`src/rtl/axi_perf_pkg.sv`:
```
package axi_perf_pkg;

  localparam int addr_width      = 8;  // byte address.
  localparam int data_width      = 16;
  localparam int strb_width      = data_width / 8;
  localparam int id_width        = 4;
  localparam int stat_width      = 32;
  localparam int mem_words       = (2 ** addr_width) / strb_width;
  localparam int word_addr_width = $clog2(mem_words);

  localparam logic [2:0] beat_size  = 3'($clog2(strb_width));  // full width beats.
  localparam logic [1:0] burst_incr = 2'd1;
  localparam logic [1:0] resp_okay  = 2'd0;

  localparam logic [addr_width-1:0] beat_bytes = addr_width'(strb_width);
  localparam logic [id_width-1:0]   wr_id      = 4'h1;
  localparam logic [id_width-1:0]   rd_id      = 4'h2;

  // shared by aw and ar.
  typedef struct packed {
    logic [addr_width-1:0] addr;
    logic [id_width-1:0]   id;
    logic [7:0]            len;
    logic [2:0]            size;
    logic [1:0]            burst;
  } axi_aw_t;

  typedef struct packed {
    logic [data_width-1:0] data;
    logic [strb_width-1:0] strb;
    logic                  last;
  } axi_w_t;

  typedef struct packed {
    logic [id_width-1:0] id;
    logic [1:0]          resp;
  } axi_b_t;

  typedef struct packed {
    logic [id_width-1:0]   id;
    logic [data_width-1:0] data;
    logic [1:0]            resp;
    logic                  last;
  } axi_r_t;

  typedef enum logic [1:0] {
    op_write      = 2'd0,
    op_read       = 2'd1,
    op_write_read = 2'd2
  } perf_op_e;

  typedef struct packed {
    perf_op_e              op;
    logic [addr_width-1:0] base;
    logic [7:0]            len;    // axi length field.
    logic [7:0]            count;  // bursts per phase.
    logic [15:0]           seed;
  } perf_cmd_t;

  typedef struct packed {
    logic [stat_width-1:0] cycles;
    logic [stat_width-1:0] wr_beats;
    logic [stat_width-1:0] rd_beats;
    logic [stat_width-1:0] aw_stalls;
    logic [stat_width-1:0] ar_stalls;
    logic [stat_width-1:0] errors;
  } perf_stats_t;

endpackage

```
`src/rtl/axi_mem.sv`:
```
`timescale 1ns/1ps

module axi_mem (
  input  logic                  clk,
  input  logic                  rst_n,
  input  logic                  aw_valid,
  output logic                  aw_ready,
  input  axi_perf_pkg::axi_aw_t aw,
  input  logic                  w_valid,
  output logic                  w_ready,
  input  axi_perf_pkg::axi_w_t  w,
  output logic                  b_valid,
  input  logic                  b_ready,
  output axi_perf_pkg::axi_b_t  b,
  input  logic                  ar_valid,
  output logic                  ar_ready,
  input  axi_perf_pkg::axi_aw_t ar,
  output logic                  r_valid,
  input  logic                  r_ready,
  output axi_perf_pkg::axi_r_t  r
);
  localparam int aw_hi = axi_perf_pkg::addr_width - 1;
  localparam int aw_lo = axi_perf_pkg::addr_width - axi_perf_pkg::word_addr_width;

  typedef enum logic [1:0] {
    wr_idle,
    wr_data,
    wr_resp
  } wr_state_e;

  typedef enum logic {
    rd_idle,
    rd_data
  } rd_state_e;

  wr_state_e                                wr_state;
  rd_state_e                                rd_state;
  logic [axi_perf_pkg::data_width-1:0]      mem [axi_perf_pkg::mem_words];
  logic [axi_perf_pkg::word_addr_width-1:0] wr_addr;
  logic [axi_perf_pkg::word_addr_width-1:0] rd_addr;
  logic [axi_perf_pkg::word_addr_width-1:0] rd_next;
  logic [axi_perf_pkg::id_width-1:0]        bid_q;
  logic [axi_perf_pkg::id_width-1:0]        rid_q;
  logic [7:0]                               rd_left;
  logic [axi_perf_pkg::data_width-1:0]      rd_word;
  logic                                     aw_fire;
  logic                                     w_fire;
  logic                                     ar_fire;
  logic                                     r_fire;

  assign aw_ready = wr_state == wr_idle;
  assign w_ready  = wr_state == wr_data;
  assign b_valid  = wr_state == wr_resp;
  assign aw_fire  = aw_valid && aw_ready;
  assign w_fire   = w_valid && w_ready;

  assign b.id   = bid_q;
  assign b.resp = axi_perf_pkg::resp_okay;

  always_ff @(posedge clk) begin
    if (!rst_n) begin
      wr_state <= wr_idle;
    end else begin
      case (wr_state)
        wr_idle: if (aw_valid) wr_state <= wr_data;
        wr_data: if (w_valid && w.last) wr_state <= wr_resp;
        wr_resp: if (b_ready) wr_state <= wr_idle;
        default: wr_state <= wr_idle;
      endcase
    end
  end

  // word address wraps at the top of the array.
  always_ff @(posedge clk) begin
    if (aw_fire) begin
      wr_addr <= aw.addr[aw_hi:aw_lo];
      bid_q   <= aw.id;
    end else if (w_fire) begin
      wr_addr <= wr_addr + 1;
    end
  end

  always_ff @(posedge clk) begin
    if (w_fire) begin
      for (int i = 0; i < axi_perf_pkg::strb_width; i++) begin
        if (w.strb[i]) begin
          mem[wr_addr][i*8 +: 8] <= w.data[i*8 +: 8];
        end
      end
    end
  end

  assign ar_ready = rd_state == rd_idle;
  assign r_valid  = rd_state == rd_data;
  assign ar_fire  = ar_valid && ar_ready;
  assign r_fire   = r_valid && r_ready;
  assign rd_next  = ar_fire ? ar.addr[aw_hi:aw_lo] : rd_addr + 1;

  assign r.id   = rid_q;
  assign r.data = rd_word;
  assign r.resp = axi_perf_pkg::resp_okay;
  assign r.last = rd_left == 8'd0;

  always_ff @(posedge clk) begin
    if (!rst_n) begin
      rd_state <= rd_idle;
    end else begin
      case (rd_state)
        rd_idle: if (ar_valid) rd_state <= rd_data;
        rd_data: if (r_ready && r.last) rd_state <= rd_idle;
        default: rd_state <= rd_idle;
      endcase
    end
  end

  // prefetch the next word so each beat is held while rready is low.
  always_ff @(posedge clk) begin
    if (ar_fire || r_fire) begin
      rd_addr <= rd_next;
      rd_word <= mem[rd_next];
    end
    if (ar_fire) begin
      rid_q   <= ar.id;
      rd_left <= ar.len;
    end else if (r_fire) begin
      rd_left <= rd_left - 8'd1;
    end
  end

endmodule

```
`src/rtl/axi_perf_ctrl.sv`:
```
`timescale 1ns/1ps

module axi_perf_ctrl (
  input  logic                    clk,
  input  logic                    rst_n,
  input  logic                    cmd_valid,
  output logic                    cmd_ready,
  input  axi_perf_pkg::perf_cmd_t cmd,
  output logic                    stats_valid,
  input  logic                    stats_ready,
  output logic                    wr_start,
  output logic                    rd_start,
  output axi_perf_pkg::perf_cmd_t start_cmd,
  input  logic                    wr_done,
  input  logic                    rd_done,
  output logic                    run_clear,
  output logic                    run_busy
);
  typedef enum logic [2:0] {
    st_idle,
    st_clear,
    st_write,
    st_read,
    st_report
  } state_e;

  state_e                  state;
  axi_perf_pkg::perf_cmd_t cmd_q;

  assign cmd_ready   = state == st_idle;
  assign run_clear   = state == st_clear;
  assign run_busy    = (state == st_write) || (state == st_read);
  assign stats_valid = state == st_report;  // counters are frozen here.
  assign start_cmd   = cmd_q;

  always_ff @(posedge clk) begin
    if (cmd_valid && cmd_ready) begin
      cmd_q <= cmd;
    end
  end

  always_ff @(posedge clk) begin
    if (!rst_n) begin
      state    <= st_idle;
      wr_start <= 1'b0;
      rd_start <= 1'b0;
    end else begin
      wr_start <= 1'b0;
      rd_start <= 1'b0;
      case (state)
        st_idle: begin
          if (cmd_valid) begin
            state <= st_clear;
          end
        end
        st_clear: begin
          if (cmd_q.op == axi_perf_pkg::op_read) begin
            state    <= st_read;
            rd_start <= 1'b1;
          end else begin
            state    <= st_write;
            wr_start <= 1'b1;
          end
        end
        st_write: begin
          if (wr_done && cmd_q.op == axi_perf_pkg::op_write_read) begin
            state    <= st_read;
            rd_start <= 1'b1;
          end else if (wr_done) begin
            state <= st_report;
          end
        end
        st_read: begin
          if (rd_done) begin
            state <= st_report;
          end
        end
        st_report: begin
          if (stats_ready) begin
            state <= st_idle;
          end
        end
        default: state <= st_idle;
      endcase
    end
  end

endmodule

```
`src/rtl/axi_perf_wgen.sv`:
```
`timescale 1ns/1ps

module axi_perf_wgen (
  input  logic                    clk,
  input  logic                    rst_n,
  input  logic                    start,
  input  axi_perf_pkg::perf_cmd_t start_cmd,
  output logic                    done,
  output logic                    aw_valid,
  input  logic                    aw_ready,
  output axi_perf_pkg::axi_aw_t   aw,
  output logic                    w_valid,
  input  logic                    w_ready,
  output axi_perf_pkg::axi_w_t    w,
  input  logic                    b_valid,
  output logic                    b_ready,
  input  axi_perf_pkg::axi_b_t    b
);
  typedef enum logic [1:0] {
    st_idle,
    st_addr,
    st_data,
    st_resp
  } state_e;

  state_e                              state;
  logic [7:0]                          bursts_left;
  logic [7:0]                          beat;
  logic [axi_perf_pkg::addr_width-1:0] addr;
  logic [7:0]                          len;
  logic [axi_perf_pkg::data_width-1:0] seed;
  logic [axi_perf_pkg::data_width-1:0] idx;  // beat index across the run.
  logic                                w_fire;
  logic                                b_fire;

  assign aw_valid = state == st_addr;
  assign w_valid  = state == st_data;
  assign b_ready  = 1'b1;
  assign w_fire   = w_valid && w_ready;
  assign b_fire   = b_valid && b_ready && (b.id == axi_perf_pkg::wr_id);

  assign aw.addr  = addr;
  assign aw.id    = axi_perf_pkg::wr_id;
  assign aw.len   = len;
  assign aw.size  = axi_perf_pkg::beat_size;
  assign aw.burst = axi_perf_pkg::burst_incr;

  assign w.data = seed + idx;
  assign w.strb = '1;
  assign w.last = beat == len;

  // address walks one beat per w transfer, so the next aw starts right after.
  always_ff @(posedge clk) begin
    if (state == st_idle && start) begin
      addr <= start_cmd.base;
      len  <= start_cmd.len;
      seed <= start_cmd.seed;
      idx  <= '0;
    end else if (w_fire) begin
      addr <= addr + axi_perf_pkg::beat_bytes;
      idx  <= idx + 1;
    end
  end

  always_ff @(posedge clk) begin
    if (!rst_n) begin
      state       <= st_idle;
      bursts_left <= 8'd0;
      beat        <= 8'd0;
      done        <= 1'b0;
    end else begin
      done <= 1'b0;
      case (state)
        st_idle: begin
          if (start) begin
            state       <= st_addr;
            bursts_left <= start_cmd.count;
          end
        end
        st_addr: begin
          if (aw_ready) begin
            state <= st_data;
            beat  <= 8'd0;
          end
        end
        st_data: begin
          if (w_fire) begin
            beat <= beat + 8'd1;
            if (w.last) begin
              state <= st_resp;
            end
          end
        end
        st_resp: begin
          if (b_fire && bursts_left <= 8'd1) begin
            state <= st_idle;
            done  <= 1'b1;
          end else if (b_fire) begin
            state       <= st_addr;
            bursts_left <= bursts_left - 8'd1;
          end
        end
        default: state <= st_idle;
      endcase
    end
  end

endmodule

```
`src/rtl/axi_perf_rchk.sv`:
```
`timescale 1ns/1ps

module axi_perf_rchk (
  input  logic                    clk,
  input  logic                    rst_n,
  input  logic                    start,
  input  axi_perf_pkg::perf_cmd_t start_cmd,
  output logic                    done,
  output logic                    ar_valid,
  input  logic                    ar_ready,
  output axi_perf_pkg::axi_aw_t   ar,
  input  logic                    r_valid,
  output logic                    r_ready,
  input  axi_perf_pkg::axi_r_t    r,
  output logic                    beat_err
);
  typedef enum logic [1:0] {
    st_idle,
    st_addr,
    st_data
  } state_e;

  state_e                              state;
  logic [7:0]                          bursts_left;
  logic [axi_perf_pkg::addr_width-1:0] addr;
  logic [7:0]                          len;
  logic [axi_perf_pkg::data_width-1:0] seed;
  logic [axi_perf_pkg::data_width-1:0] idx;
  logic [axi_perf_pkg::data_width-1:0] expected;
  logic                                r_fire;

  assign ar_valid = state == st_addr;
  assign r_ready  = 1'b1;
  assign r_fire   = r_valid && r_ready && (state == st_data);

  assign ar.addr  = addr;
  assign ar.id    = axi_perf_pkg::rd_id;
  assign ar.len   = len;
  assign ar.size  = axi_perf_pkg::beat_size;
  assign ar.burst = axi_perf_pkg::burst_incr;

  assign expected = seed + idx;  // same pattern the write side produced.
  assign beat_err = r_fire && (r.data != expected);

  always_ff @(posedge clk) begin
    if (state == st_idle && start) begin
      addr <= start_cmd.base;
      len  <= start_cmd.len;
      seed <= start_cmd.seed;
      idx  <= '0;
    end else if (r_fire) begin
      addr <= addr + axi_perf_pkg::beat_bytes;
      idx  <= idx + 1;
    end
  end

  always_ff @(posedge clk) begin
    if (!rst_n) begin
      state       <= st_idle;
      bursts_left <= 8'd0;
      done        <= 1'b0;
    end else begin
      done <= 1'b0;
      case (state)
        st_idle: begin
          if (start) begin
            state       <= st_addr;
            bursts_left <= start_cmd.count;
          end
        end
        st_addr: begin
          if (ar_ready) begin
            state <= st_data;
          end
        end
        st_data: begin
          if (r_fire && r.last && bursts_left <= 8'd1) begin
            state <= st_idle;
            done  <= 1'b1;
          end else if (r_fire && r.last) begin
            state       <= st_addr;
            bursts_left <= bursts_left - 8'd1;
          end
        end
        default: state <= st_idle;
      endcase
    end
  end

endmodule

```
`src/rtl/axi_perf_stats.sv`:
```
`timescale 1ns/1ps

module axi_perf_stats (
  input  logic                      clk,
  input  logic                      rst_n,
  input  logic                      run_clear,
  input  logic                      run_busy,
  input  logic                      aw_valid,
  input  logic                      aw_ready,
  input  logic                      ar_valid,
  input  logic                      ar_ready,
  input  logic                      w_fire,
  input  logic                      r_fire,
  input  logic                      beat_err,
  output axi_perf_pkg::perf_stats_t stats
);
  typedef logic [axi_perf_pkg::stat_width-1:0] count_t;

  // holds at all ones instead of wrapping.
  function automatic count_t bump(input count_t value, input logic en);
    if (en && value != '1) begin
      return value + 1;
    end
    return value;
  endfunction

  always_ff @(posedge clk) begin
    if (!rst_n || run_clear) begin
      stats <= '0;
    end else if (run_busy) begin
      stats.cycles    <= bump(stats.cycles, 1'b1);
      stats.wr_beats  <= bump(stats.wr_beats, w_fire);
      stats.rd_beats  <= bump(stats.rd_beats, r_fire);
      stats.aw_stalls <= bump(stats.aw_stalls, aw_valid && !aw_ready);
      stats.ar_stalls <= bump(stats.ar_stalls, ar_valid && !ar_ready);
      stats.errors    <= bump(stats.errors, beat_err);
    end
  end

endmodule

```
`src/rtl/axi_perf_mem.sv`:
```
`timescale 1ns/1ps

module axi_perf_mem (
  input  logic                      clk,
  input  logic                      rst_n,
  input  logic                      cmd_valid,
  output logic                      cmd_ready,
  input  axi_perf_pkg::perf_cmd_t   cmd,
  output logic                      stats_valid,
  input  logic                      stats_ready,
  output axi_perf_pkg::perf_stats_t stats
);
  logic                    aw_valid;
  logic                    aw_ready;
  axi_perf_pkg::axi_aw_t   aw;
  logic                    w_valid;
  logic                    w_ready;
  axi_perf_pkg::axi_w_t    w;
  logic                    b_valid;
  logic                    b_ready;
  axi_perf_pkg::axi_b_t    b;
  logic                    ar_valid;
  logic                    ar_ready;
  axi_perf_pkg::axi_aw_t   ar;
  logic                    r_valid;
  logic                    r_ready;
  axi_perf_pkg::axi_r_t    r;
  logic                    wr_start;
  logic                    rd_start;
  axi_perf_pkg::perf_cmd_t start_cmd;
  logic                    wr_done;
  logic                    rd_done;
  logic                    run_clear;
  logic                    run_busy;
  logic                    beat_err;

  axi_perf_ctrl axi_perf_ctrl_i (.*);

  axi_perf_wgen axi_perf_wgen_i (
    .*,
    .start(wr_start),
    .done (wr_done)
  );

  axi_perf_rchk axi_perf_rchk_i (
    .*,
    .start(rd_start),
    .done (rd_done)
  );

  axi_perf_stats axi_perf_stats_i (
    .*,
    .w_fire(w_valid && w_ready),
    .r_fire(r_valid && r_ready)
  );

  axi_mem axi_mem_i (.*);

endmodule

```
`config.mk`:
```
export PLATFORM = sky130hd
export DESIGN_NAME = axi_perf_mem
export DESIGN_NICKNAME = d
export VERILOG_FILES = /design/src/rtl/axi_perf_pkg.sv /design/src/rtl/axi_mem.sv /design/src/rtl/axi_perf_ctrl.sv /design/src/rtl/axi_perf_wgen.sv /design/src/rtl/axi_perf_rchk.sv /design/src/rtl/axi_perf_stats.sv /design/src/rtl/axi_perf_mem.sv
export SDC_FILE = /design/constraint.sdc
export NUM_CORES = 2
export LEC_CHECK = 0
export BUFFER_PORTS_ARGS = -buffer_cell sky130_fd_sc_hd__buf_2
export CORE_AREA = 2 2 579 581
export CTS_CLUSTER_SIZE = 24
export DETAILED_ROUTE_END_ITERATION = 16
export DIE_AREA = 0 0 581 583
export GPL_TIMING_DRIVEN = 0
export PLACE_DENSITY = 0.53
export SLEW_MARGIN = 25
export SYNTH_ARGS = -nofsm -noshare
export SYNTH_HDL_FRONTEND = slang
export SYNTH_SLANG_ARGS = --single-unit
```
`constraint.sdc`:
```
create_clock -name clk -period 19 [get_ports clk]
set_clock_uncertainty 0.05 [all_clocks]
set_input_delay 2.85 -clock clk [delete_from_list [all_inputs] [get_ports clk]]
set_output_delay 2.85 -clock clk [all_outputs]
set_load 0.01 [all_outputs]
```
==> key figures <==
Worst setup path
  • CP delay by family, top: buffers and inverters
  • Reg-to-reg startpoint: axi_perf_rchk_i.state[0]
  • Required @ worst endpoint: 19550 ps
  • Crit path DAT: 7130 ps
  • Critical-path maximum fanout: 10
  • Crit-path cells: nor3b_1 > buf_2 > nand2_1 > o21a_1 > clkbuf_2 > inv_1 > buf_2 > buf_2 > clkbuf_1 > clkbuf_1 > a31oi_1 > a221oi_1 > nand2_1 > nand3_1
  • Worst path most repeated cell: buf_2
  • Crit start category: flop
  • Slowest-stage cell, CP: a221oi_1
  • CP bufs+invs: 7
  • CP startpoint: axi_perf_rchk_i.state[0]
  • Crit path capture type: flop
  • Crit-path max cell delay: roughly 950 ps
  • WS Path Type: flop to flop

Clocking
  • Post-CTS sizing: 0
  • H-tree Lvls: 5
  • Max Root-Sink Buffers: 4
  • Clock Latency Late Sink: 940 ps
  • Hold_buf cts: 0
  • CTS clk-pin slew, worst paths: 60 ps
  • CTS Buf Count: 280
  • CTS Sinks: 2451
  • TritonCTS clock tree: built
  • Post-CTS Setup Inserts: 0
  • Clock root buffer: clkbuf_16

Place
  • Buffers on Ports: 238
  • Gpl congestion: 0.968
  • Placed inst area: 109000 um^2
  • Dpl hpwl: 240 mm

STA
  • Slew Limit Fails: 0
  • Slew @ Worst Pin: about 1200 ps
  • Setup_tns: 0 ps
  • Final Cycle Share: 34.6%
  • Hold violation count in the final report: 0
  • Worst slew margin: 20.4%
  • Hold_ws: 425 ps
  • Final setup fails: 0
  • Post-layout min period: 6580 ps
  • Fmax achieved: 152 MHz
  • RSZ-0062 raised after global routing: no

Layout
  • Final nets: 8224
  • Utilization after layout: 35.4%
  • Most common cell after layout, fill and taps aside: edfxtp_1
  • # fillers: 31.8k
  • Fin area: 118000 um^2
  • Most frequent cells in the layout: edfxtp_1 (2189), nand2_1 (1636), nand3_1 (742)
  • Layout cells sized above 1: 15.7%
  • Register area: 71000 um^2
  • Area occupied by multi-input gates: 27100 um^2
  • Area growth syn-to-layout: 18.7%

Floorplanning
  • Rows: ~210
  • Die footprint: 339000 um^2
  • Initial Utilization: 29.9%
  • Io pins: 240
  • Core Area: 332000 um^2
  • Die width: roughly 580 um
  • Die height: 583 um

Run status
  • Status: completed

Pwr
  • Leakage: 39.3 nW
  • Power per cell area: 116 nW/um^2
  • Pwr Total: 13.7 mW
  • Peak supply drop: between 0.07 and 0.08 mV

GRT
  • Global Route Usage Sum: 19.0%
  • Antenna violations before repair: 31
  • First-pass GRT wire length: ~470 mm
  • Largest net degree at the start of global routing: between 60 and 70
  • Global route overflow: 0
  • Vias in the first global route: 63.6k

Detailed routing
  • DRC violations left: 0
  • First-pass DRT Iterations: 6
  • Initial DRC count: about 8.3k
  • DR vias: around 66k
  • ANT nets after route: 0
  • WL/cell: 26.0 um
  • Total Wirelength: 330 mm
  • Vias per cell: 5.23

Synth
  • Synth cell types: 80
  • Post-synthesis average cell area: about 13 um^2
  • Syn nets: 7488
  • Synth area leader: edfxtp_1
  • Ys Warns: 0
  • Top_reg_cell synth: edfxtp_1
  • Synth top area cells: edfxtp_1 (66%), nand2_1 (6.2%), dfxtp_1 (5.3%)
  • Sequential fraction of the synthesis area: 71.5%
  • Synth async-reset ratio: 0%
  • Register bit total from synthesis: 2451
  • Yosys top cell area share: 66.2%
  • Post-synthesis cell area: 99300 um^2
  • Syn Inst Count: between 7k and 8k
  • Number of synthesized flops with an enable pin: 2189

Job
  • Max_cap viols: 0

Worst hold path
  • Worst Min Path Start: axi_perf_ctrl_i.start_cmd[1]
  • Worst Hold Class: flop to flop
==> report_power, final <==
group,switching [mW],internal (mW),total (mW)
clock,2.13,2.94,5.07
combinational,1.80,0.611,2.41
sequential,0.0600,6.11,6.17
==> synth_stat cells (55+ instances only) <==
master,number
edfxtp_1,2189
nand2_1,1636
nand3_1,742
nor2_1,395
clkbuf_1,284
dfxtp_1,262
a21oi_1,196
mux4_2,192
o21ai_0,154
a311oi_1,130
xor2_1,126
and3_1,123
xnor2_1,105
a31oi_1,79
buf_2,79
nand4_1,66
or3_1,64
inv_1,60
buf_1,55
==> worst paths after layout <==
path | endpoint | slack (ps) | depth (start not counted)
setup / recovery | axi_mem_i.rd_word[13] | 12420 | 14
hold / removal | axi_perf_wgen_i.seed[1] | 420 | 0
setup reg to reg | axi_mem_i.rd_word[13] | 12420 | 14
hold reg to reg | axi_perf_wgen_i.seed[1] | 420 | 0
==> per-stage QoR <==
step	setup WS, ps	instances
detailed placement	12790	12200
finish	12420	12700
CTS	12720	12700
global placement	3740	12000
floorplan	12040	7388
global route	12420	12700
==> flip-flops by register name (all words and copies together), names as in the netlist, 2 cells and up <==
name / count
axi_mem_i.wr_state: 2
axi_perf_wgen_i.addr: 7
axi_mem_i.rd_addr: 7
axi_perf_rchk_i.addr: 7
axi_mem_i.mem: 2048
axi_perf_wgen_i.idx: 16
axi_perf_wgen_i.len: 8
axi_mem_i.wr_addr: 7
axi_mem_i.rd_left: 8
axi_perf_rchk_i.state: 2
axi_perf_ctrl_i.start_cmd: 41
axi_mem_i.rd_word: 16
axi_perf_stats_i.stats: 192
axi_perf_rchk_i.bursts_left: 8
axi_perf_rchk_i.len: 8
axi_perf_rchk_i.idx: 16
axi_perf_rchk_i.seed: 16
axi_perf_wgen_i.state: 2
axi_perf_wgen_i.bursts_left: 8
axi_perf_wgen_i.seed: 16
axi_perf_ctrl_i.state: 3
axi_perf_wgen_i.beat: 8
==> cell families after synthesis <==
group | count (synthesis) | share of synthesized area, %
compound gates | 720 | 4.75
fa+ha+maj | 54 | 0.696
buf+inv | 487 | 1.99
simple gates | 3224 | 14.4
mux | 220 | 4.64
flops | 2451 | 71.5
xor+xnor | 232 | 2.05
==> per-layer routing <==
| metal | up-vias | GRT usage, % | part of all wire (%) |
|---|---|---|---|
| li1 | 28900 | - | - |
| met1 | 33500 | 25.7 | 41 |
| met2 | 3370 | 29.0 | 44 |
| met3 | 579 | 5.37 | 11 |
| met4 | 22 | 6.98 | 4.0 |
| met5 | - | 0 | 0.041 |
==> layout make-up <==
cell class	count	share of cell area (%)
Inverter	61	0.201
Clock inverter	104	0.730
Multi-Input combinational cell	4450	23.0
Antenna cell	9	0.0191
Tap cell	4387	4.66
Clock buffer	370	6.35
Buffer	426	1.51
Sequential cell	2451	60.2
Timing Repair Buffer	454	3.25
No activity file was read; power rests on OpenSTA's default activity.
